<file path="src/design/baud_timer.sv">
`timescale 1ns/1ps

module baud_timer #(
    parameter int CLKS_PER_BIT = 8
) (
    input  logic clk,
    input  logic rst,
    input  logic restart,
    output logic tick
);

    localparam int CNT_W = (CLKS_PER_BIT > 2) ? $clog2(CLKS_PER_BIT) : 1;

    // Reload values for a counter that ticks when it reaches zero
    localparam logic [CNT_W-1:0] FULL_LOAD = CNT_W'(CLKS_PER_BIT - 1);
    localparam logic [CNT_W-1:0] HALF_LOAD = CNT_W'(CLKS_PER_BIT / 2 - 1);

    logic [CNT_W-1:0] cnt;
    logic             running;

    always_ff @(posedge clk) begin
        if (rst) begin
            cnt     <= '0;
            running <= 1'b0;
        end else if (restart) begin
            // Half a period puts the first tick in the middle of the start bit
            cnt     <= HALF_LOAD;
            running <= 1'b1;
        end else if (running) begin
            if (cnt == '0) begin
                cnt <= FULL_LOAD;
            end else begin
                cnt <= cnt - 1'b1;
            end
        end
    end

    // Keeps ticking at full periods until the next restart
    assign tick = running && (cnt == '0);

endmodule

</file>
<file path="config.mk">
export PLATFORM = sky130hd
export DESIGN_NAME = baud_timer
export DESIGN_NICKNAME = d
export VERILOG_FILES = /design/src/design/baud_timer.sv
export SDC_FILE = /design/constraint.sdc
export NUM_CORES = 1
export LEC_CHECK = 0
export BUFFER_PORTS_ARGS = -buffer_cell sky130_fd_sc_hd__buf_2
export CORE_AREA = 8 8 45 47
export CTS_CLUSTER_SIZE = 20
export DETAILED_ROUTE_END_ITERATION = 10
export DIE_AREA = 0 0 53 55
export HOLD_SLACK_MARGIN = 0.05
export PLACE_DENSITY_LB_ADDON = 0.15
export SLEW_MARGIN = 15
export SYNTH_ARGS = -nofsm -noshare
export SYNTH_HDL_FRONTEND = slang
export SYNTH_SLANG_ARGS = --single-unit
</file>
<file path="constraint.sdc">
create_clock -name clk -period 1.1 [get_ports clk]
set_input_delay 0 -clock clk [delete_from_list [all_inputs] [get_ports clk]]
set_output_delay 0 -clock clk [all_outputs]
set_load 0.05 [all_outputs]
</file>
# [Yosys cells after proc, flatten, opt, wreduce, memory -nomap -nowiden]
# Cells that the tools add are included.
[totals] inputBits=3 romBits=0 memories=0 regBits=4 latch_bits=0 out_inout_bits=1 wordCells=11 mem_bits_rw=0
[classes] reduce_logical=4 bitwise=0 div=0 muxes=3 n_mul=0 eq_ne=0 order_cmp=0 shift=0 addsub=1
[ops] op="$mux W2" count=2
[ops] op="$logic_not A3 Y1" count=1
[ops] op="$mux W3" count=1
[ops] op="$sub A3 B1 Y3 const B" count=1
[ops] op="$reduce_bool A2 Y1" count=1
[ops] op="$reduce_or A2 Y1" count=1
[ops] op="$logic_and A1 B1 Y1" count=1

# [Logic depth before layout (Yosys ltp)]
[depth] word_depth=4 mapped_depth=4 ltp_nobuf=4

# [Least setup slack after synthesis]
# Ideal clock, no wire load.
[synth_path] path_type="register to register" start="reg cnt[0]" end="reg cnt[2]" t_arrival_ns=0.985 setup_slack_ns=0.045 setup_ns=0.070 required_time_ns=1.030 path_buffers=0 path_stages_with_launch=5 period_less_slack_ns=1.055 cell_sequence="dfxtp_1 > inv_1 > ha_1 > a311o_1 > a21oi_1"
[synth_via] elab_chain_cells=2 word_cells_on_any_way=3 cone_classes="add/sub: 1; mux: 1; reduce/logical: 1"
[synth_lines] element="start, declared" line_no="18" source="logic [CNT_W-1:0] cnt;"
[synth_lines] element="start signal, assigned" line_no="33" source="cnt <= cnt - 1'b1;"
[synth_lines] element="$sub A3 B1 Y3 / $logic_not A3 Y1 (equally long branches)" line_no="33, 30"
[synth_lines] element="$mux W3 (*)" line_no="30" source="if (cnt == '0) begin"
# Every way passes the cells marked *; elsewhere a longest branch is shown, timed or not.
# A chain may end at the register's enable or synchronous reset.

# [Worst setup path in the final report]
[layout_path] start="reg cnt[0]" end="out tick"
[layout_via] elab_chain_cells=2
[layout_lines] element="$logic_not A3 Y1" line_no="39" source="assign tick = running && (cnt == '0);"
[layout_lines] element="$logic_and A1 B1 Y1" line_no="39"
[layout_lines] element="end, declared" line_no="9" source="output logic tick"
# No other way between the ends.

==> parameters.txt <==
Parameter                              Value

Yosys
  Total number of yosys warnings    0
  Area of the mapped netlist    207.7 um^2
  Leading area contributor after synthesis    sky130_fd_sc_hd__dfxtp_1
  Fraction of synthesis flops using an asynchronous set or reset pin    0%
  Per-instance average area after synthesis    9.030 um^2
  Area fraction of the dominant cell type after synthesis    38.55%
  Synth cell types    14
  Post-synth EDFFs    0
  Post-synthesis sequential element count    4
  Part of the Yosys area used for sequential elements    38.55%
  Top area cells in the synthesized netlist    sky130_fd_sc_hd__dfxtp_1 39%, sky130_fd_sc_hd__ha_1 12%, sky130_fd_sc_hd__a311oi_2 7.2%
  Top_reg_cell synth    sky130_fd_sc_hd__dfxtp_1
  Most common library cells after synthesis    4 x sky130_fd_sc_hd__dfxtp_1, 4 x sky130_fd_sc_hd__inv_1, 2 x sky130_fd_sc_hd__ha_1, 2 x sky130_fd_sc_hd__nor2_1, 2 x sky130_fd_sc_hd__nor3_1
  Post-synth net total    28
  Post-Synthesis Cells    23

Critical path
  Startpoint type of the worst setup path    flop
  Critical Path Sink Type    primary output
  Critical path start-end classification    flop to primary output
  Last element of the critical path    tick
  Logic depth of the worst register-to-register path    4
  FF-to-FF End    cnt[2]
  Required time worst endpoint    1.10 ns
  Critical Path Start    cnt[0]
  Data arrival at the endpoint of the critical path    1.08 ns
  Worst reg2reg setup slack    0.04 ns
  Maximum net fanout on the critical path    3
  Launching point of the worst reg2reg path    cnt[0]

Route
  Iteration count of the initial detailed-routing pass    1
  Via density per instance    3.957
  Count of antenna-violating nets left after detailed routing    0
  Final wirelength    449 um
  Number of design-rule violations left by the first detailed-router iteration    0
  Routed vias    182
  DRC violations left    0
  Wirelength per Cell    9.761 um

Layout
  Final #Nets    37
  Diodes inserted    0
  Fillers    149
  Share of cells above drive strength 1    46.67%
  Post-Route Utilization    22.15%
  Area overhead of the layout relative to synthesis    47.59%
  Final cell area excluding filler cells    306.5 um^2

Global route
  Vias in the first global route    197
  GR Util All Layers    3.991%
  Maximum number of pins on one net before global-route repair    9
  Global-route wire length before repair    779 um
  Grt total ovfl    0
  Antenna violations before repair    0

Timing
  Final-layout setup total negative slack    0 ns
  Worst Slack Setup Final    0.01566 ns
  RSZ-0062 raised after global routing    true
  Hold slack final    0.05702 ns
  Final count of hold timing violations    0
  Share of the cycle needed by the critical path after routing    98.58%
  Normalized max-slew margin    85.12%
  Final-report max-slew violation count    0
  Measured slew at the worst slew-check pin    0.2217 ns
  F_max    922.2 MHz
  Count of final setup violators    0
  Final worst clock skew    0.002018 ns
  Post-layout minimum cycle time    1.084 ns

Clock network
  Root buffer cell    sky130_fd_sc_hd__clkbuf_4
  Clock latency on the worst-skew pair    0.23 ns
  Longest Clk Path Bufs    2
  Clock transition at path regs    0.04 ns
  Total number of H-tree levels    1
  TritonCTS clock tree    built
  Cts bufs inserted    3
  # clock sinks    4

Floorplanning
  Floorplan die area    2915 um^2
  Row Count    14
  Top-Level Pins    4
  Initial core utilization    15.01%
  Vertical extent of the die    55 um
  Overall die width    53 um
  Placeable core area    1384 um^2

Placed design
  Last weighted congestion value of the routability-driven placer    0.6169
  HPWL reported at the end of detailed placement    365.6 um
  Minimum setup slack after placement    -0.05979 ns
  Post-Place Cell Area    242.7 um^2
  Number of I/O port buffers    3

Flow run
  Max-cap viol count    0

Power
  Leakage power total    0.1189 nW
  Pwr/cell area    1405 nW/um^2
  VDD IR max    0.4377 mV

Hold path
  Class of the tightest hold or removal check    input pin to flop
  Worst min-delay path startpoint    restart

Status
  Result of the run    finished, final reports clean
-- cell families after synthesis --
logic type	synth area share, %
adder cells (fa/ha/maj)	12.05
AO/OA/AOI/OAI	21.08
flip-flops	38.56
buffers and inverters	7.227
AND/OR/NAND/NOR	21.09
-- registers in the layout, indices dropped and copies added, names as in the netlist --
signal and flops:
cnt 3, running 1
-- critical path, stage by stage, from the launching register on --
cell,delay (ns)
sky130_fd_sc_hd__dfxtp_2,0.34
sky130_fd_sc_hd__inv_2,0.05
sky130_fd_sc_hd__ha_4,0.15
sky130_fd_sc_hd__and3_4,0.16
sky130_fd_sc_hd__buf_8,0.14
-- area by class of cell --
class                      count  area (um^2)  share of cell area [%]
tap                           16        20.02                   6.531
sequential                     4        82.58                   26.94
inverter                       4        15.01                   4.898
timing repair buffer           4        35.03                   11.43
multi-input combinational     15        131.4                   42.86
clock buffer                   3        22.52                   7.347
-- layout by cell type (no fill, tap or decap) --
| cell type | instances |
|---|---|
| sky130_fd_sc_hd__nand2b_1 | 1 |
| sky130_fd_sc_hd__and3_4 | 1 |
| sky130_fd_sc_hd__ha_2 | 1 |
| sky130_fd_sc_hd__dfxtp_2 | 2 |
| sky130_fd_sc_hd__inv_1 | 2 |
| sky130_fd_sc_hd__and2_1 | 1 |
| sky130_fd_sc_hd__buf_2 | 2 |
| sky130_fd_sc_hd__a311o_1 | 1 |
| sky130_fd_sc_hd__o21ai_0 | 1 |
| sky130_fd_sc_hd__nor3_1 | 2 |
| sky130_fd_sc_hd__dlygate4sd3_1 | 1 |
| sky130_fd_sc_hd__nor2_1 | 2 |
| sky130_fd_sc_hd__inv_2 | 2 |
| sky130_fd_sc_hd__a311oi_2 | 1 |
| sky130_fd_sc_hd__buf_8 | 1 |
| sky130_fd_sc_hd__dfxtp_1 | 2 |
| sky130_fd_sc_hd__clkbuf_4 | 3 |
| sky130_fd_sc_hd__a21oi_1 | 1 |
| sky130_fd_sc_hd__nor2b_1 | 1 |
| sky130_fd_sc_hd__ha_4 | 1 |
| sky130_fd_sc_hd__a311oi_1 | 1 |
-- per-layer routing --
layer / GRT usage [%] / part of all wire (%) / wire (um)
met5: 0 / 0 / 0
met4: 5.172 / 0 / 0
met3: 2.406 / 4.2 / 19
met2: 6.250 / 57 / 255
met1: 3.044 / 39 / 173
-- how the worst min path moves through the flow --
stage               endpoint  cells past startpoint
floorplan             cnt[0]                      1
global placement      cnt[0]                      2
detailed placement    cnt[0]                      2
CTS                  running                      3
global route         running                      3
finish               running                      3
-- timing repair --
item / in CTS / in global routing
gates resized for setup: 11 / 0
buffers inserted: 0 / 0
setup endpoints to repair: 2 / 2
hold buffers: 1 / 0
endpoints found under the hold margin: 3 / 0
pin swaps: 3 / 0
-- per-stage QoR --
stage	total power [mW]	cells
CTS	0.4431	46
floorplan	0.2118	23
global placement	0.2302	42
finish	0.4308	46
detailed placement	0.2321	42
global route	0.4656	46
-- power breakdown --
part / switching, mW / internal [mW]
clock network: 0.0573 / 0.122
logic: 0.0433 / 0.0395
registers: 0.0106 / 0.158
total: 0.111 / 0.320
Power figures use the tool's default switching activity.
