`src/include/uart_rx_memory_map.svh`:
```
`ifndef UART_RX_MEMORY_MAP_SVH
`define UART_RX_MEMORY_MAP_SVH

// Register offsets of the receive port as byte addresses
localparam logic [31:0] RX_TAIL_ADDR  = 32'h0000_0400;
localparam logic [31:0] RX_COUNT_ADDR = 32'h0000_0404;

// Every other address reads buffer word addr[9:2]

`endif

```
`src/design/mmio_uart_rx_pkg.sv`:
```
package mmio_uart_rx_pkg;

`include "uart_rx_memory_map.svh"

    // ----------------------------------------
    // Buffer geometry
    // ----------------------------------------
    localparam int RAM_WORDS = 256;

    typedef logic [7:0]  rx_byte_t;
    typedef logic [31:0] rx_word_t;
    typedef logic [9:0]  rx_tail_t;
    typedef logic [7:0]  ram_addr_t;

    // Last byte position before the tail rolls over
    localparam rx_tail_t TAIL_LAST = '1;

    // ----------------------------------------
    // Bus side
    // ----------------------------------------
    typedef struct packed {
        logic        start;
        logic [31:0] addr;
    } mmio_cmd_t;

    typedef struct packed {
        rx_word_t rdata;
        logic     rdata_valid;
    } mmio_rsp_t;

    // One byte-lane write into the buffer
    typedef struct packed {
        logic       en;
        ram_addr_t  addr;
        logic [1:0] lane;
        rx_byte_t   data;
    } ram_wr_t;

    typedef enum logic [1:0] {
        IDLE,
        WRITE_MEM,
        READ_WAIT,
        HELD_BYTE_READ
    } fsm_state_t;

endpackage

```
`src/design/uart_rx_deserializer.sv`:
```
`timescale 1ns/1ps

module uart_rx_deserializer
    import mmio_uart_rx_pkg::*;
(
    input  logic     clk,
    input  logic     rst,
    input  logic     uart_rx,
    input  logic     tick,
    output logic     restart,
    output logic     byte_valid,
    output rx_byte_t byte_data
);

    typedef enum logic [1:0] {
        RX_IDLE,
        RX_START,
        RX_DATA,
        RX_STOP
    } rx_state_t;

    rx_state_t  state;
    logic       rx_meta;
    logic       rx_sync;
    logic       rx_prev;
    logic [2:0] bit_idx;
    rx_byte_t   shift_q;

    // ----------------------------------------
    // Line synchronizer
    // ----------------------------------------
    always_ff @(posedge clk) begin
        if (rst) begin
            rx_meta <= 1'b1;
            rx_sync <= 1'b1;
            rx_prev <= 1'b1;
        end else begin
            rx_meta <= uart_rx;
            rx_sync <= rx_meta;
            rx_prev <= rx_sync;
        end
    end

    // Falling edge while idle is a candidate start bit
    assign restart = (state == RX_IDLE) && rx_prev && !rx_sync;

    // ----------------------------------------
    // Frame sequencer
    // ----------------------------------------
    always_ff @(posedge clk) begin
        if (rst) begin
            state      <= RX_IDLE;
            bit_idx    <= '0;
            byte_valid <= 1'b0;
        end else begin
            byte_valid <= 1'b0;
            case (state)
                RX_IDLE: begin
                    if (restart) begin
                        state <= RX_START;
                    end
                end
                RX_START: begin
                    if (tick) begin
                        // A line already back high was only a glitch
                        if (rx_sync) begin
                            state <= RX_IDLE;
                        end else begin
                            state   <= RX_DATA;
                            bit_idx <= '0;
                        end
                    end
                end
                RX_DATA: begin
                    if (tick) begin
                        bit_idx <= bit_idx + 1'b1;
                        if (bit_idx == 3'd7) begin
                            state <= RX_STOP;
                        end
                    end
                end
                RX_STOP: begin
                    if (tick) begin
                        byte_valid <= rx_sync;
                        state      <= RX_IDLE;
                    end
                end
                default: state <= RX_IDLE;
            endcase
        end
    end

    // LSB arrives first, so bits enter from the top
    always_ff @(posedge clk) begin
        if ((state == RX_DATA) && tick) begin
            shift_q <= {rx_sync, shift_q[7:1]};
        end
    end

    assign byte_data = shift_q;

endmodule

```
`config.mk`:
```
export PLATFORM = sky130hd
export DESIGN_NAME = uart_rx_deserializer
export DESIGN_NICKNAME = d
export VERILOG_FILES = /design/src/design/mmio_uart_rx_pkg.sv /design/src/design/uart_rx_deserializer.sv
export VERILOG_INCLUDE_DIRS = /design/src /design/src/include
export SDC_FILE = /design/constraint.sdc
export NUM_CORES = 1
export LEC_CHECK = 0
export BUFFER_PORTS_ARGS = -buffer_cell sky130_fd_sc_hd__clkbuf_2
export CAP_MARGIN = 40
export CORE_AREA = 2 2 39 41
export CTS_CLUSTER_SIZE = 14
export DETAILED_ROUTE_END_ITERATION = 8
export DIE_AREA = 0 0 41 43
export GPL_TIMING_DRIVEN = 0
export HOLD_SLACK_MARGIN = 0.12
export PLACE_DENSITY = 0.73
export RECOVER_POWER = 25
export SLEW_MARGIN = 25
export SYNTH_ARGS = -nofsm -noshare
export SYNTH_HDL_FRONTEND = slang
export SYNTH_SLANG_ARGS = --single-unit
```
`constraint.sdc`:
```
create_clock -name clk -period 2.6 [get_ports clk]
set_clock_uncertainty 0.1 [all_clocks]
set_input_delay 0.26 -clock clk [delete_from_list [all_inputs] [get_ports clk]]
set_output_delay 0.26 -clock clk [all_outputs]
set_load 0.05 [all_outputs]
```
Yosys cells after proc, flatten, opt, wreduce, memory -nomap -nowiden --
Cells that the tools add are included.
Word-level totals: register bits 17, input bits 4, output and inout port bits 10
Operators by class: $add $sub $neg 1, equal/unequal tests 10, muxes and demuxes 11, bitwise gates (word level) 2, reduce and logical (&&, ||, !) cells 9
Operators with widths (count):
- $mux 2 | 6
- $ne 2x2->1 const B | 6
- $mux 3 | 3
- $pmux 2 s4 | 1
- $pmux 3 s2 | 1
- $reduce_and 5->1 | 1
- $eq 2x2->1 const B | 2
- $reduce_and 4->1 | 1
- $add 3x1->3 const B | 1
- $eq 3x3->1 const B | 1
- $logic_and 1x1->1 | 3
- $reduce_or 3->1 | 1
- $eq 2x1->1 const B | 1
- $logic_not 2->1 | 1
- $not 1->1 | 2
- $reduce_bool 2->1 | 1
- $logic_not 1->1 | 1

Longest topological paths before layout --
depth in word-level cells 5, mapped depth 5, gate-level depth less buffers 5

Least setup slack after synthesis --
OpenSTA, ideal clock, no wires.
path type register to register, start reg (tool-made name), end reg state[0], data arrival time 1.662 ns, required time 2.433 ns, setup slack 0.771 ns, cell stages (with the launch flop) 5, path buffers 1, path through dfxtp_1 -> buf_6 -> nor4b_2 -> o31ai_1 -> nor2_1
RTL lines:
- end signal, assigned | line uart_rx_deserializer.sv:52 | state <= RX_IDLE;
- end signal, assigned | line uart_rx_deserializer.sv:60 | state <= RX_START;
- end signal, assigned | line uart_rx_deserializer.sv:67 | state <= RX_IDLE;
- end, declared | line uart_rx_deserializer.sv:22 | rx_state_t state;

==> impl_metrics.xml <==
<?xml version="1.0" encoding="UTF-8"?>
<metrics>
  <group name="status">
    <metric name="outcome" unit="">finished clean</metric>
  </group>
  <group name="finish">
    <metric name="nets_final" unit="">74</metric>
    <metric name="layout-area-overhead-vs-synth" unit="%">18.88</metric>
    <metric name="antenna_cells" unit="">0</metric>
    <metric name="drive_above_1_share" unit="%">40.30</metric>
  </group>
  <group name="synth">
    <metric name="netlist_top_cells_count" unit="">dfxtp_1, edfxtp_1, nand2_1, nor2_1</metric>
    <metric name="post_synth_instance_area" unit="sq um">649.4</metric>
    <metric name="synth_seq_cells" unit="">17</metric>
    <metric name="netlist.area_leader.share" unit="%">36.99</metric>
    <metric name="synth_nets" unit="">55</metric>
    <metric name="yosys.cell_types.count" unit="">17</metric>
    <metric name="most_used_standard_cell_by_instance_count_after_synthesis" unit="">dfxtp_1</metric>
    <metric name="predominant_post_synthesis_flop_cell" unit="">dfxtp_1</metric>
    <metric name="synth.largest_area_cell" unit="">edfxtp_1</metric>
    <metric name="synth_enable_flop_cells" unit="">8</metric>
    <metric name="synth_cells" unit="">49</metric>
    <metric name="sequential_to_total_area_share_from_yosys_stat" unit="%">64.74</metric>
    <metric name="syn-mean-instance-area" unit="sq um">13.25</metric>
    <metric name="yosys_warnings" unit="">0</metric>
    <metric name="postSynth.asyncResetShare" unit="%">0</metric>
    <metric name="post_synth_main_area_contributors" unit="">edfxtp_1, dfxtp_1, a2111oi_2</metric>
  </group>
  <group name="detailed_routing">
    <metric name="drt-pass1-iter-count" unit="">4</metric>
    <metric name="dr_total_vias" unit="">439</metric>
    <metric name="drt-wirelength-per-cell" unit="um">12.11</metric>
    <metric name="initialDrtViolationCount" unit="">6</metric>
    <metric name="wl" unit="um">1005</metric>
    <metric name="drc" unit="">0</metric>
    <metric name="route.antenna.remaining_nets" unit="">0</metric>
    <metric name="drt-vias-per-instance" unit="">5.289</metric>
  </group>
  <group name="die">
    <metric name="number_of_top_level_pins" unit="">14</metric>
    <metric name="die_width" unit="um">41</metric>
    <metric name="die_y" unit="um">43</metric>
    <metric name="floorplan.core_area" unit="sq um">1384</metric>
    <metric name="start_util" unit="%">46.93</metric>
    <metric name="floorplan.die_area" unit="sq um">1763</metric>
    <metric name="floorplan.rows" unit="">14</metric>
  </group>
  <group name="cts">
    <metric name="cts_tree" unit="">built</metric>
    <metric name="clock_tree.root_cell" unit="">clkbuf_4</metric>
    <metric name="setup_fix_bufs_post_cts" unit="">0</metric>
    <metric name="ctsLongestPathBuffers" unit="">2</metric>
    <metric name="cts_htree_levels" unit="">1</metric>
    <metric name="cts_hold_buf" unit="">1</metric>
    <metric name="clkLatencyLatePin" unit="ns">0.27</metric>
    <metric name="post_cts.resized_instances" unit="">0</metric>
    <metric name="clkTransAtPathRegs" unit="ns">0.09</metric>
    <metric name="cts_buffers" unit="">3</metric>
    <metric name="clkSinkCount" unit="">17</metric>
  </group>
  <group name="worst_hold_path">
    <metric name="worst_hold_path.num_cells" unit="">2</metric>
    <metric name="hold_path_end" unit="">bit_idx[1]</metric>
    <metric name="holdCritPathClass" unit="">in2reg</metric>
    <metric name="hold_path_startpoint" unit="">rst</metric>
  </group>
  <group name="global_route">
    <metric name="grt_pass1_wl" unit="um">1731</metric>
    <metric name="grt-ovfl-total" unit="">0</metric>
    <metric name="via_count_of_the_first_global_routing_pass" unit="">419</metric>
    <metric name="antenna_found_initial" unit="">0</metric>
    <metric name="global_route.usage.total" unit="%">14.27</metric>
    <metric name="largest_net_degree_at_the_start_of_global_routing" unit="">11</metric>
  </group>
  <group name="timing">
    <metric name="worst-slew-pin-transition" unit="ns">0.6327</metric>
    <metric name="period_needed" unit="ns">1.699</metric>
    <metric name="timing_max_transition_violations_final" unit="">0</metric>
    <metric name="timing.setup.tns" unit="ns">0</metric>
    <metric name="hold_ws" unit="ns">0.1878</metric>
    <metric name="highest_clock_rate" unit="MHz">588.7</metric>
    <metric name="finalHoldViolations" unit="">0</metric>
    <metric name="slew_headroom" unit="%">57.67</metric>
    <metric name="setup_violations" unit="">0</metric>
    <metric name="period_share" unit="%">65.34</metric>
    <metric name="rsz0062_at_grt" unit="">no</metric>
  </group>
  <group name="job">
    <metric name="drv_cap" unit="">0</metric>
  </group>
  <group name="placed_design">
    <metric name="place.detailed.hpwl" unit="um">743.9</metric>
    <metric name="port-buffer-count" unit="">13</metric>
    <metric name="gp_congestion" unit="">0.7317</metric>
  </group>
  <group name="critical_path">
    <metric name="crit_path_start_kind" unit="">flop</metric>
    <metric name="crit_arrival" unit="ns">1.34</metric>
    <metric name="timing.reg2reg.setup_slack" unit="ns">1.05</metric>
    <metric name="worst_r2r_path_depth" unit="">3</metric>
    <metric name="critical_path_peak_fanout" unit="">9</metric>
    <metric name="cp_data_required_time" unit="ns">2.24</metric>
    <metric name="timing_worst_setup_path_type" unit="">reg2out</metric>
    <metric name="critical_path.reg2reg.endpoint" unit="">byte_data[3]</metric>
    <metric name="worstSetupEndpointType" unit="">output pin</metric>
  </group>
  <group name="pwr">
    <metric name="cellLeakagePower" unit="nW">0.3092</metric>
    <metric name="power_dens_cells" unit="nW/um^2">563.8</metric>
    <metric name="vdd.ir_drop.worst" unit="V">0.0002563</metric>
  </group>
</metrics>
sequential cells by signal, indices dropped and copies added, names as in the netlist, named ones only:
register / count
bit_idx: 3
rx_prev: 1
byte_data: 8
byte_valid: 1
rx_meta: 1
state: 1
rx_sync: 1
layout by cell type (no fill, tap or decap), drive strengths merged, types with 2 or more instances in the layout:
cell	instances
or2	3
ha	2
buf	2
dfxtp	9
clkbuf	16
nor3	3
a2111oi	3
a21oi	3
nor2	4
nand2	6
edfxtp	8
worst max-delay path by stage:
stage,from,endpoint,cells past startpoint
2_1_floorplan,flop,state[0],4
3_3_place_gp,flop,byte_data[2],3
3_5_place_dp,flop,byte_data[2],3
4_1_cts,flop,restart,3
5_1_grt,flop,restart,3
6_report,flop,restart,3
critical path, cell delays in order, from the launching register on:
cell,delay (ns)
dfxtp_1,0.32
buf_6,0.13
nor4b_2,0.29
clkbuf_2,0.33
final cells by class:
type	count	area (sq um)
Clock inverter	1	5.005
Timing Repair Buffer	14	75.07
Sequential cell	17	420.4
Clock buffer	3	22.52
Multi-Input combinational cell	30	212.7
Buffer	2	16.27
Tap cell	16	20.02
Fill cell	132	611.8
report_power, final:
part	switching (mW)	leakage [nW]	total, mW	internal [mW]
combinational	0.0130	0.147	0.0209	0.00789
sequential	0.00211	0.145	0.283	0.281
clock	0.0746	0.0177	0.132	0.0569
total	0.0898	0.309	0.435	0.346
per-layer routing:
| metal | track usage, % | wire [um] | up-vias |
|---|---|---|---|
| li1 | - | - | 215 |
| met1 | 17.65 | 403 | 210 |
| met2 | 23.44 | 542 | 14 |
| met3 | 3.665 | 59 | 0 |
| met4 | 4.000 | 0 | 0 |
| met5 | 0 | 0 | - |
per-stage QoR:
stage | utilization (%) | instances | instance area, sq um | setup slack (ns) | power [mW]
floorplan | - | 49 | 649.4 | 0.7706 | 0.3008
global placement | 53.07 | 78 | 734.5 | 1.060 | 0.3084
detailed placement | 53.07 | 78 | 734.5 | 1.031 | 0.3089
CTS | 55.79 | 83 | 772.0 | 0.8815 | 0.4448
global route | 55.79 | 83 | 772.0 | 0.8573 | 0.4533
finish | 55.79 | 83 | 772.0 | 0.9012 | 0.4353
cell families after synthesis:
logic type / after synthesis / share of synthesized area [%]
AOI/OAI and AO/OA: 7 / 10.40
and+or+nand+nor: 20 / 16.95
buffers and inverters: 2 / 2.504
muxes: 1 / 1.541
DFF: 17 / 64.74
adders and majority gates: 2 / 3.853
Power figures use the tool's default switching activity.
