--- src/include/uart_rx_memory_map.svh ---
`ifndef UART_RX_MEMORY_MAP_SVH
`define UART_RX_MEMORY_MAP_SVH

// Register offsets of the receive port as byte addresses
localparam logic [31:0] RX_TAIL_ADDR  = 32'h0000_0400;
localparam logic [31:0] RX_COUNT_ADDR = 32'h0000_0404;

// Every other address reads buffer word addr[9:2]

`endif

--- src/design/mmio_uart_rx_pkg.sv ---
package mmio_uart_rx_pkg;

`include "uart_rx_memory_map.svh"

    // ----------------------------------------
    // Buffer geometry
    // ----------------------------------------
    localparam int RAM_WORDS = 256;

    typedef logic [7:0]  rx_byte_t;
    typedef logic [31:0] rx_word_t;
    typedef logic [9:0]  rx_tail_t;
    typedef logic [7:0]  ram_addr_t;

    // Last byte position before the tail rolls over
    localparam rx_tail_t TAIL_LAST = '1;

    // ----------------------------------------
    // Bus side
    // ----------------------------------------
    typedef struct packed {
        logic        start;
        logic [31:0] addr;
    } mmio_cmd_t;

    typedef struct packed {
        rx_word_t rdata;
        logic     rdata_valid;
    } mmio_rsp_t;

    // One byte-lane write into the buffer
    typedef struct packed {
        logic       en;
        ram_addr_t  addr;
        logic [1:0] lane;
        rx_byte_t   data;
    } ram_wr_t;

    typedef enum logic [1:0] {
        IDLE,
        WRITE_MEM,
        READ_WAIT,
        HELD_BYTE_READ
    } fsm_state_t;

endpackage

--- src/design/rx_buffer_fsm.sv ---
`timescale 1ns/1ps

module rx_buffer_fsm
    import mmio_uart_rx_pkg::*;
(
    input  logic      clk,
    input  logic      rst,
    input  logic      byte_valid,
    input  rx_byte_t  byte_data,
    input  mmio_cmd_t cmd,
    output logic      ready,
    output mmio_rsp_t rsp,
    output ram_wr_t   wr,
    output ram_addr_t rd_addr,
    input  rx_word_t  rd_data
);

    fsm_state_t state;
    rx_tail_t   tail;
    rx_word_t   wrap_count;
    rx_byte_t   byte_q;
    logic       sel_tail_q;
    logic       sel_count_q;
    rx_word_t   rsp_data_q;
    logic       rsp_valid_q;
    logic       accept;

    // A byte from the line wins over a command on the same cycle
    assign ready  = (state == IDLE) && !byte_valid;
    assign accept = cmd.start && ready;

    // Read port serves the command only when it is being accepted
    assign rd_addr = ready ? cmd.addr[9:2] : tail[9:2];

    assign wr = '{
        en:   (state == WRITE_MEM),
        addr: tail[9:2],
        lane: tail[1:0],
        data: byte_q
    };

    // ----------------------------------------
    // Control state
    // ----------------------------------------
    always_ff @(posedge clk) begin
        if (rst) begin
            state       <= IDLE;
            tail        <= '0;
            wrap_count  <= '0;
            rsp_valid_q <= 1'b0;
        end else begin
            rsp_valid_q <= 1'b0;
            case (state)
                IDLE: begin
                    if (byte_valid) begin
                        state <= WRITE_MEM;
                    end else if (accept) begin
                        state <= READ_WAIT;
                    end
                end
                READ_WAIT: begin
                    // The response goes out even when a byte shows up now
                    rsp_valid_q <= 1'b1;
                    if (byte_valid) begin
                        state <= HELD_BYTE_READ;
                    end else begin
                        state <= IDLE;
                    end
                end
                HELD_BYTE_READ: begin
                    state <= WRITE_MEM;
                end
                WRITE_MEM: begin
                    tail <= tail + 1'b1;
                    if (tail == TAIL_LAST) begin
                        wrap_count <= wrap_count + 1'b1;
                    end
                    state <= IDLE;
                end
                default: state <= IDLE;
            endcase
        end
    end

    // ----------------------------------------
    // Byte hold and response data
    // ----------------------------------------
    always_ff @(posedge clk) begin
        if (byte_valid && ((state == IDLE) || (state == READ_WAIT))) begin
            byte_q <= byte_data;
        end
        if (accept) begin
            sel_tail_q  <= (cmd.addr == RX_TAIL_ADDR);
            sel_count_q <= (cmd.addr == RX_COUNT_ADDR);
        end
        if (state == READ_WAIT) begin
            if (sel_tail_q) begin
                rsp_data_q <= {22'b0, tail};
            end else if (sel_count_q) begin
                rsp_data_q <= wrap_count;
            end else begin
                rsp_data_q <= rd_data;
            end
        end
    end

    assign rsp = '{rdata: rsp_data_q, rdata_valid: rsp_valid_q};

endmodule

--- config.mk ---
export PLATFORM = sky130hd
export DESIGN_NAME = rx_buffer_fsm
export DESIGN_NICKNAME = d
export VERILOG_FILES = /design/src/design/mmio_uart_rx_pkg.sv /design/src/design/rx_buffer_fsm.sv
export VERILOG_INCLUDE_DIRS = /design/src /design/src/include
export SDC_FILE = /design/constraint.sdc
export NUM_CORES = 1
export LEC_CHECK = 0
export BUFFER_PORTS_ARGS = -buffer_cell sky130_fd_sc_hd__buf_4
export CORE_MARGIN = 5
export CORE_UTILIZATION = 40
export CTS_BUF_LIST = sky130_fd_sc_hd__clkbuf_8
export CTS_CLUSTER_DIAMETER = 120
export DETAILED_ROUTE_END_ITERATION = 6
export GPL_ROUTABILITY_DRIVEN = 0
export GPL_TIMING_DRIVEN = 0
export PLACE_DENSITY_LB_ADDON = 0.2
export RECOVER_POWER = 25
export SETUP_SLACK_MARGIN = 0.15
export SYNTH_ARGS = -nofsm -noshare
export SYNTH_HDL_FRONTEND = slang
export SYNTH_SLANG_ARGS = --single-unit
export TNS_END_PERCENT = 50
--- constraint.sdc ---
create_clock -name clk -period 4.8 [get_ports clk]
set_input_delay 0.72 -clock clk [delete_from_list [all_inputs] [get_ports clk]]
set_output_delay 0.72 -clock clk [all_outputs]
set_load 0.005 [all_outputs]
Word level (Yosys, flattened, before mapping) --
Cells that the tools add are included.
Storage, ports and cells: flip-flop bits (word level) 87, logic and storage cells 33, output and inout bits 61, input bits 76
Cells by class: equal/unequal tests 7, $add $sub $neg 2, reductions and logical operators 7, muxes and demuxes 8
Operators by type and width (number):
- $eq A32 B11 Y1 const B | 2
- $add A32 B1 Y32 const B | 1
- $mux W32 | 1
- $add A10 B1 Y10 const B | 1
- $eq A10 B10 Y1 const B | 1
- $mux W10 | 1
- $mux W8 | 1
- $pmux W2 S4 | 1
- $mux W2 | 3
- $eq A2 B2 Y1 const B | 2
- $logic_and A1 B1 Y1 | 3
- $ne A3 B3 Y1 const B | 1
- $eq A2 B1 Y1 const B | 1
- $logic_not A2 Y1 | 1
- $reduce_and A2 Y1 | 1
- $logic_not A1 Y1 | 1
- $logic_or A1 B1 Y1 | 1
- $mux W1 | 1

Logic depth before layout (Yosys ltp) --
Gate-level depths: netlist of run 1.
word-level depth 6, gate-level depth with buffers 7, depth with buffers taken out 5

Worst setup path after synthesis of run 1 --
Ideal clock, no wire load.
path type register -> register, start register state[0], end register rsp_data_q[0], enable pin, slack 2.438 ns, arrival 1.934 ns, clock period less this slack 2.362 ns, setup time 0.427 ns, buffers on the path 1, cell stages (with the launch flop) 3, data required time 4.373 ns, cell sequence dfxtp_1 > buf_4 > nor2b_1
Between the ends: cells in the longest elaborated chain, start to end 1
Ends and longest elaborated chain:
- start, declared | RTL line rx_buffer_fsm.sv:18 | fsm_state_t state;
- start signal, assigned | RTL line rx_buffer_fsm.sv:47 | state <= IDLE;
- start signal, assigned | RTL line rx_buffer_fsm.sv:56 | state <= WRITE_MEM;
- start signal, assigned | RTL line rx_buffer_fsm.sv:58 | state <= READ_WAIT;
- $eq A2 B2 Y1 | RTL line rx_buffer_fsm.sv:96 | if (state == READ_WAIT) begin
- end signal, assigned | RTL line rx_buffer_fsm.sv:98 | rsp_data_q <= {22'b0, tail};
- end signal, assigned | RTL line rx_buffer_fsm.sv:100 | rsp_data_q <= wrap_count;
- end signal, assigned | RTL line rx_buffer_fsm.sv:102 | rsp_data_q <= rd_data;
- end, declared | RTL line rx_buffer_fsm.sv:24 | rx_word_t rsp_data_q;
No other way between the ends. A chain may end at the register's enable or synchronous reset.

Worst setup path after layout of run 1 --
start register state[0], end output port rd_addr[6]
Between the ends: cells in the longest elaborated chain, start to end 3
Ends and longest elaborated chain:
- $logic_not A2 Y1 | RTL line rx_buffer_fsm.sv:29 | assign ready = (state == IDLE) && !byte_valid;
- $logic_and A1 B1 Y1 | RTL line rx_buffer_fsm.sv:29
- $mux W8 | RTL line rx_buffer_fsm.sv:33 | assign rd_addr = ready ? cmd.addr[9:2] : tail[9:2];
- end, declared | RTL line rx_buffer_fsm.sv:14 | output ram_addr_t rd_addr,
No other way between the ends.

==> results of run 1 <==
==> stage by stage <==
step | setup WS (ns) | hold WS [ns] | util (%)
detailed placement | 2.13 | 0.493 | 52.5
global placement | 1.80 | 0.481 | 52.4
global route | 1.86 | 0.532 | 54.1
finish | 2.00 | 0.507 | 54.1
CTS | 2.09 | 0.505 | 54.3
floorplan | 2.44 | 0.462 | -
==> how the worst max path moves through the flow <==
| stage | from | to | slack (ns) |
|---|---|---|---|
| finish | state[0] | rd_addr[6] | 2.00 |
| global route | state[0] | rd_addr[6] | 1.86 |
| CTS | state[0] | rd_addr[6] | 2.09 |
| detailed placement | byte_valid | rd_addr[6] | 2.13 |
| global placement | state[1] | rsp_data_q[22] | 1.80 |
| floorplan | state[0] | rsp_data_q[0] | 2.44 |
==> flip-flops by register name, indices dropped and copies added, names as in the netlist <==
name / flops
wrap_count: 32
sel_count_q: 1
state: 2
rsp_valid_q: 1
rsp_data_q: 32
sel_tail_q: 1
byte_q: 8
tail: 10
==> cell families (layout without fill, tap and decap cells) <==
kind of cell,Yosys count,in the layout,share of synthesized area [%]
compound gates,67,67,9.39
xor+xnor,9,9,1.89
fa+ha+maj,2,2,0.600
simple gates,162,162,21.8
mux,45,45,11.2
buf+inv,32,184,3.33
flops,87,87,51.8
==> metal layers <==
layer	up-vias	share of wire, %
met5	-	0
met4	0	0.85
met3	8	6.1
met2	97	48
met1	1713	45
li1	1826	-
==> power by group <==
| part | total (mW) | leakage, nW | switching, mW | internal, mW |
|---|---|---|---|---|
| sequential | 0.800 | 0.757 | 0.00610 | 0.794 |
| combinational | 0.133 | 1.22 | 0.0548 | 0.0780 |
| clock | 0.484 | 0.103 | 0.251 | 0.233 |
| total | 1.42 | 2.08 | 0.312 | 1.10 |
==> worst max-delay path: cells and delay by family, from the launching register on <==
kind / cells / cell delay, ns
buffers and inverters: 2 / 0.35
flip-flops: 1 / 0.30
multiplexers: 1 / 0.42
AND/OR/NAND/NOR: 1 / 0.65
==> cells in the final DEF, fill, tap and decap left out, types with 2 or more instances in the layout <==
master	Yosys	final
clkbuf_1	14	21
nand3_1	10	10
xnor2_1	6	6
and4_1	8	8
nor4b_1	2	2
xor2_1	3	3
nand4_1	17	17
and2_1	2	2
o21ai_0	17	17
dfxtp_1	45	45
and3_1	4	4
or3_1	7	7
clkinv_2	0	2
nor3_1	5	5
clkbuf_8	0	9
nor2b_1	7	6
or4_1	21	21
o31ai_1	19	19
nor2_1	39	39
a21oi_1	29	29
ha_1	2	2
clkbuf_4	0	25
mux2i_1	33	33
buf_1	5	3
mux2_2	12	12
inv_1	7	10
nand2_1	25	25
buf_4	2	108
nor4_1	10	10
edfxtp_1	42	42
buf_2	2	2
==> cell type report <==
class,instances,share of cell area (%)
clock buffer,9,2.24
timing repair buffer,136,18.2
multi-input combinational,285,34.0
sequential,87,39.1
tap,136,3.07
buffer,25,1.97
inverter,7,0.475
clock inverter,7,1.06
==> metrics.md, run 1 <==
| Metric | Value |
|---|---|
| Cell type with the largest total area after synthesis | edfxtp_1 |
| WP data required | 4.08 ns |
| Dpl cells | 676 |
| Arrival @ worst endpoint | 2.08 ns |
| Asr flop ratio synth | 0% |
| Setup bufs post-CTS | 0 |
| DP HPWL | 8880 um |
| CTS buffer count | 9 |
| Final hold viol count | 0 |
| Register area share after synthesis | 51.8% |
| Max clock buf depth | 2 |
| Vias per Instance | 5.27 |
| Synth Flop Type | dfxtp_1 |
| Number of global-route vias before repair | 3510 |
| Row cnt | 37 |
| Max-Cap Viols | 0 |
| Initial Util | 40.8% |
| Syn Inst Count | 404 |
| Max incr delay on CP | 0.65 ns |
| Antenna Violating Nets Remaining | 0 |
| Fillers | 946 |
| Footprint of the multi-input gates | 1880 um^2 |
| Synth top area cells | edfxtp_1 30%, dfxtp_1 22%, mux2i_1 7.9%, or4_1 3.8%, nor2_1 3.5% |
| Post-Syn Area | 4170 um^2 |
| Synthesized area per cell | 10.3 um^2 |
| Crit-path slowest cell | nor3_2 |
| FF+latch area | 2160 um^2 |
| First-pass GRT wire length | 18500 um |
| Reg2reg end | wrap_count[28] |
| Syn_nets | 482 |
| Pwr/cell area | 256 nW/um^2 |
| Total Wirelength | 11500 um |
| Slew Viols, Final | 0 |
| Hold Crit Start | wrap_count[7] |
| WHS Endpoint | wrap_count[7] |
| Class of the most critical setup path | reg2out |
| First drt pass iteration count | 5 |
| H-tree depth | 3 |
| #FFs+latches synth | 87 |
| Final min period | 2.80 ns |
| Worst skew pair latency | 0.36 ns |
| Design area | 5540 um^2 |
| Largest net degree at the start of global routing | 35 |
| Hold Buf Count CTS | 0 |
| Die Area | 12600 um^2 |
| Nets | 629 |
| Reg2reg start | tail[9] |
| CTS tree | yes |
| Placed cell areas | 5370 um^2 |
| DRC errors left | 0 |
| CP endpoint kind | primary output |
| Crit-path cells | clkbuf_1 -> nor3_2 -> mux2_2 -> buf_4 |
| Layout area overhead | 32.7% |
| Period utilization | 58.3% |
| Hold Path Class | reg2reg |
| Rel. slew slack | 38.6% |
| Worst Skew | 0.00892 ns |
| Met1 usage | 25.6% |
| CORE AREA | 10200 um^2 |
| Root buffer cell | clkbuf_8 |
| Final setup viols | 0 |
| Wirelength per Cell | 16.6 um |
| Die Ht | 112 um |
| Top cell type's share of synthesized area | 30.2% |
| Vias | 3644 |
| Final Power | 1.42 mW |
| LEAKAGE | 2.08 nW |
| Number of synthesized flops with an enable pin | 42 |
| Antenna violations before repair | 0 |
| Fmax achieved | 358 MHz |
| RSZ-0062 raised after global routing | no |
| Die Wd | 112 um |
| R2r setup slk | 2.27 ns |
| Met2 usage | 28.5% |
| Worst-Margin Slew | 0.918 ns |
| IO Port Bufs | 136 |
| Status | completed |
| # resized after CTS | 0 |
| Synth warn | 0 |
| Grt ovf | 0 |
| Most numerous cell in the Yosys netlist | dfxtp_1 |
| Worst-path fanout max | 10 |
| Hold Crit Depth | 2 |
| Netlist cell types | 37 |
| Commonest cells in the netlist | 45 x dfxtp_1, 42 x edfxtp_1, 39 x nor2_1 |
| Max IR drop VDD | 0.111 mV |
| Setup TNS Final | 0 ns |
| Critical Path Start Type | flop |
| Clock Pin Slew Worst Setup and Hold Paths | 0.08 ns |
| Reg2Reg Depth | 6 |
| Total track usage | 18.2% |
| Share of cells above drive strength 1 | 30.0% |
| Gr busiest metal | met2 |
| I/O pin cnt | 137 |
| Clk sinks | 87 |
| Met3 usage in global routing | 4.04% |
| DR iter-0 viols | 265 |
| # diodes | 0 |
| Cell Count, Final, Fillers Out | 692 |
No activity file was read; power rests on OpenSTA's default activity.
==> inputs of run 2 (changes only) <==
==> constraint.sdc (replaced) <==
create_clock -name clk -period 2.9 [get_ports clk]
set_input_delay 0.435 -clock clk [delete_from_list [all_inputs] [get_ports clk]]
set_output_delay 0.435 -clock clk [all_outputs]
set_load 0.005 [all_outputs]
==> metrics.md, run 2 (synthesis results as in run 1) <==
| Metric | Value |
|---|---|
| Status | completed (unchanged) |
| CP endpoint kind | flop (was primary output) |
| Row cnt | 37 (unchanged) |
| Setup bufs post-CTS | 0 (unchanged) |
| Total Wirelength | 11400 um (was 11500 um) |
| Design area | 5520 um^2 (was 5540 um^2) |
| Grt ovf | 0 (unchanged) |
| Final hold viol count | 0 (unchanged) |
| Nets | 629 (unchanged) |
| Hold Path Class | in2reg (was reg2reg) |
| Worst skew pair latency | 0.36 ns (about the same) |
| Layout area overhead | 32.4% (was 32.7%) |
| Total track usage | 18.2% (unchanged) |
| Class of the most critical setup path | reg2reg (was reg2out) |
| Period utilization | 86.7% |
| Commonest non-fill, non-tap cell in the layout | buf_4 (unchanged) |
| Pre-CTS setup slack | 0.414 ns (was 2.13 ns) |
| Worst Skew | 0.00899 ns (was 0.00892 ns) |
| First drt pass iteration count | 4 (was 5) |
| CTS tree | yes (unchanged) |
| Final min period | 2.52 ns |
| # resized after CTS | 0 (unchanged) |
| DR iter-0 viols | 252 (was 265) |
| Vias per Instance | 5.27 (unchanged) |
| Max-Cap Viols | 0 (unchanged) |
| Final setup viols | 0 (unchanged) |
| Critical Path Start Type | flop (unchanged) |
| Slew Viols, Final | 0 (unchanged) |
| Max IR drop VDD | 0.183 mV (was 0.111 mV) |
| Arrival @ worst endpoint | 2.76 ns (was 2.08 ns) |
| Vias | 3644 (unchanged) |
| Fillers | 949 (was 946) |
| Die Ht | 112 um (unchanged) |
| I/O pin cnt | 137 (unchanged) |
| Antenna violations before repair | 0 (unchanged) |
| Largest registers | rsp_data_q x32, wrap_count x32, tail x10 (unchanged) |
| Die Wd | 112 um (unchanged) |
| RSZ-0062 raised after global routing | no (unchanged) |
| Clock Pin Slew Worst Setup and Hold Paths | 0.08 ns (about the same) |
| Clk sinks | 87 (unchanged) |
| Root buffer cell | clkbuf_8 (unchanged) |
| CTS buffer count | 9 (unchanged) |
| Number of global-route vias before repair | 3510 (unchanged) |
| DP HPWL | 8880 um (unchanged) |
| Max clock buf depth | 2 (unchanged) |
| Final Power | 2.34 mW (was 1.42 mW) |
| Setup ws final | 0.384 ns (was 2.00 ns) |
| IO Port Bufs | 136 (unchanged) |
| Wirelength per Cell | 16.5 um (was 16.6 um) |
| Initial Util | 40.8% (unchanged) |
| Share of cells above drive strength 1 | 29.5% (was 30.0%) |
| WP data required | 3.14 ns (was 4.08 ns) |
| First-pass GRT wire length | 18500 um (unchanged) |
| H-tree depth | 3 (unchanged) |
| Setup TNS Final | 0 ns (unchanged) |
| Commonest non-fill, non-tap cells in the layout | 96 x buf_4, 45 x dfxtp_1, 42 x edfxtp_1, 39 x nor2_1, 34 x clkbuf_4 (was 108 x buf_4, 45 x dfxtp_1, 42 x edfxtp_1, 39 x nor2_1, 33 x mux2i_1) |
| LEAKAGE | 2.07 nW (was 2.08 nW) |
| Fmax achieved | 398 MHz |
| Largest net degree at the start of global routing | 35 (unchanged) |
| Antenna Violating Nets Remaining | 0 (unchanged) |
| Worst-path fanout max | 9 (was 10) |
| Die Area | 12600 um^2 (unchanged) |
| Pwr/cell area | 424 nW/um^2 (was 256 nW/um^2) |
| Placed cell areas | 5370 um^2 (unchanged) |
| # diodes | 0 (unchanged) |
| Hold Buf Count CTS | 0 (unchanged) |
| DRC errors left | 0 (unchanged) |
| CORE AREA | 10200 um^2 (unchanged) |
| Worst-Margin Slew | 0.913 ns (was 0.918 ns) |
| Rel. slew slack | 39.0% (was 38.6%) |
-- run 2: path summary, 6_finish.rpt --
check,start,cells after the start,slack [ns],to
max reg2reg,state[0],6,0.38,wrap_count[28]
min reg2reg,wrap_count[7],2,0.51,wrap_count[7]
max,state[0],6,0.38,wrap_count[28]
min,byte_data[7],1,0.28,byte_q[7]
-- run 2: worst max-delay path, stage by stage, from the launching register on --
cell and delay [ns]:
dfxtp_1 0.31, clkbuf_1 0.35, nand4b_2 0.22, or4_1 0.58, clkbuf_2 0.20, nor4_1 0.37
mux2_2 0.38
-- run 2: per-layer routing --
layer | routed length, um | share of wire (%) | GRT usage [%] | vias to the layer above
met1 | 5220 | 46 | 25.6 | 1724
met5 | 0 | 0 | 0 | -
met4 | 70 | 0.61 | 4.81 | 0
met3 | 599 | 5.2 | 4.04 | 6
met2 | 5560 | 49 | 28.5 | 88
li1 | - | - | - | 1826
-- run 2: report_power, final --
| part | internal (mW) | switching [mW] |
|---|---|---|
| registers | 1.31 | 0.0100 |
| clock network | 0.386 | 0.415 |
| logic | 0.128 | 0.0906 |
-- run 2: per-stage QoR --
stage | utilization (%) | instances | hold slack [ns]
after floorplan | - | 404 | 0.462
after CTS | 54.3 | 692 | 0.238
after global placement | 52.4 | 676 | 0.481
after detailed placement | 52.5 | 676 | 0.493
after global routing | 54.0 | 692 | 0.247
final | 54.0 | 692 | 0.275
-- run 2: cell type report --
type / count / area [um^2] / share of cell area, %
flip-flops and latches: 87 / 2160 / 39.1
multi-input cells: 285 / 1880 / 34.0
repair buffers: 136 / 995 / 18.0
well taps: 136 / 170 / 3.08
clock buffers: 9 / 124 / 2.24
plain buffers: 25 / 109 / 1.97
clock inverters: 7 / 58.8 / 1.06
inverters: 7 / 26.3 / 0.476
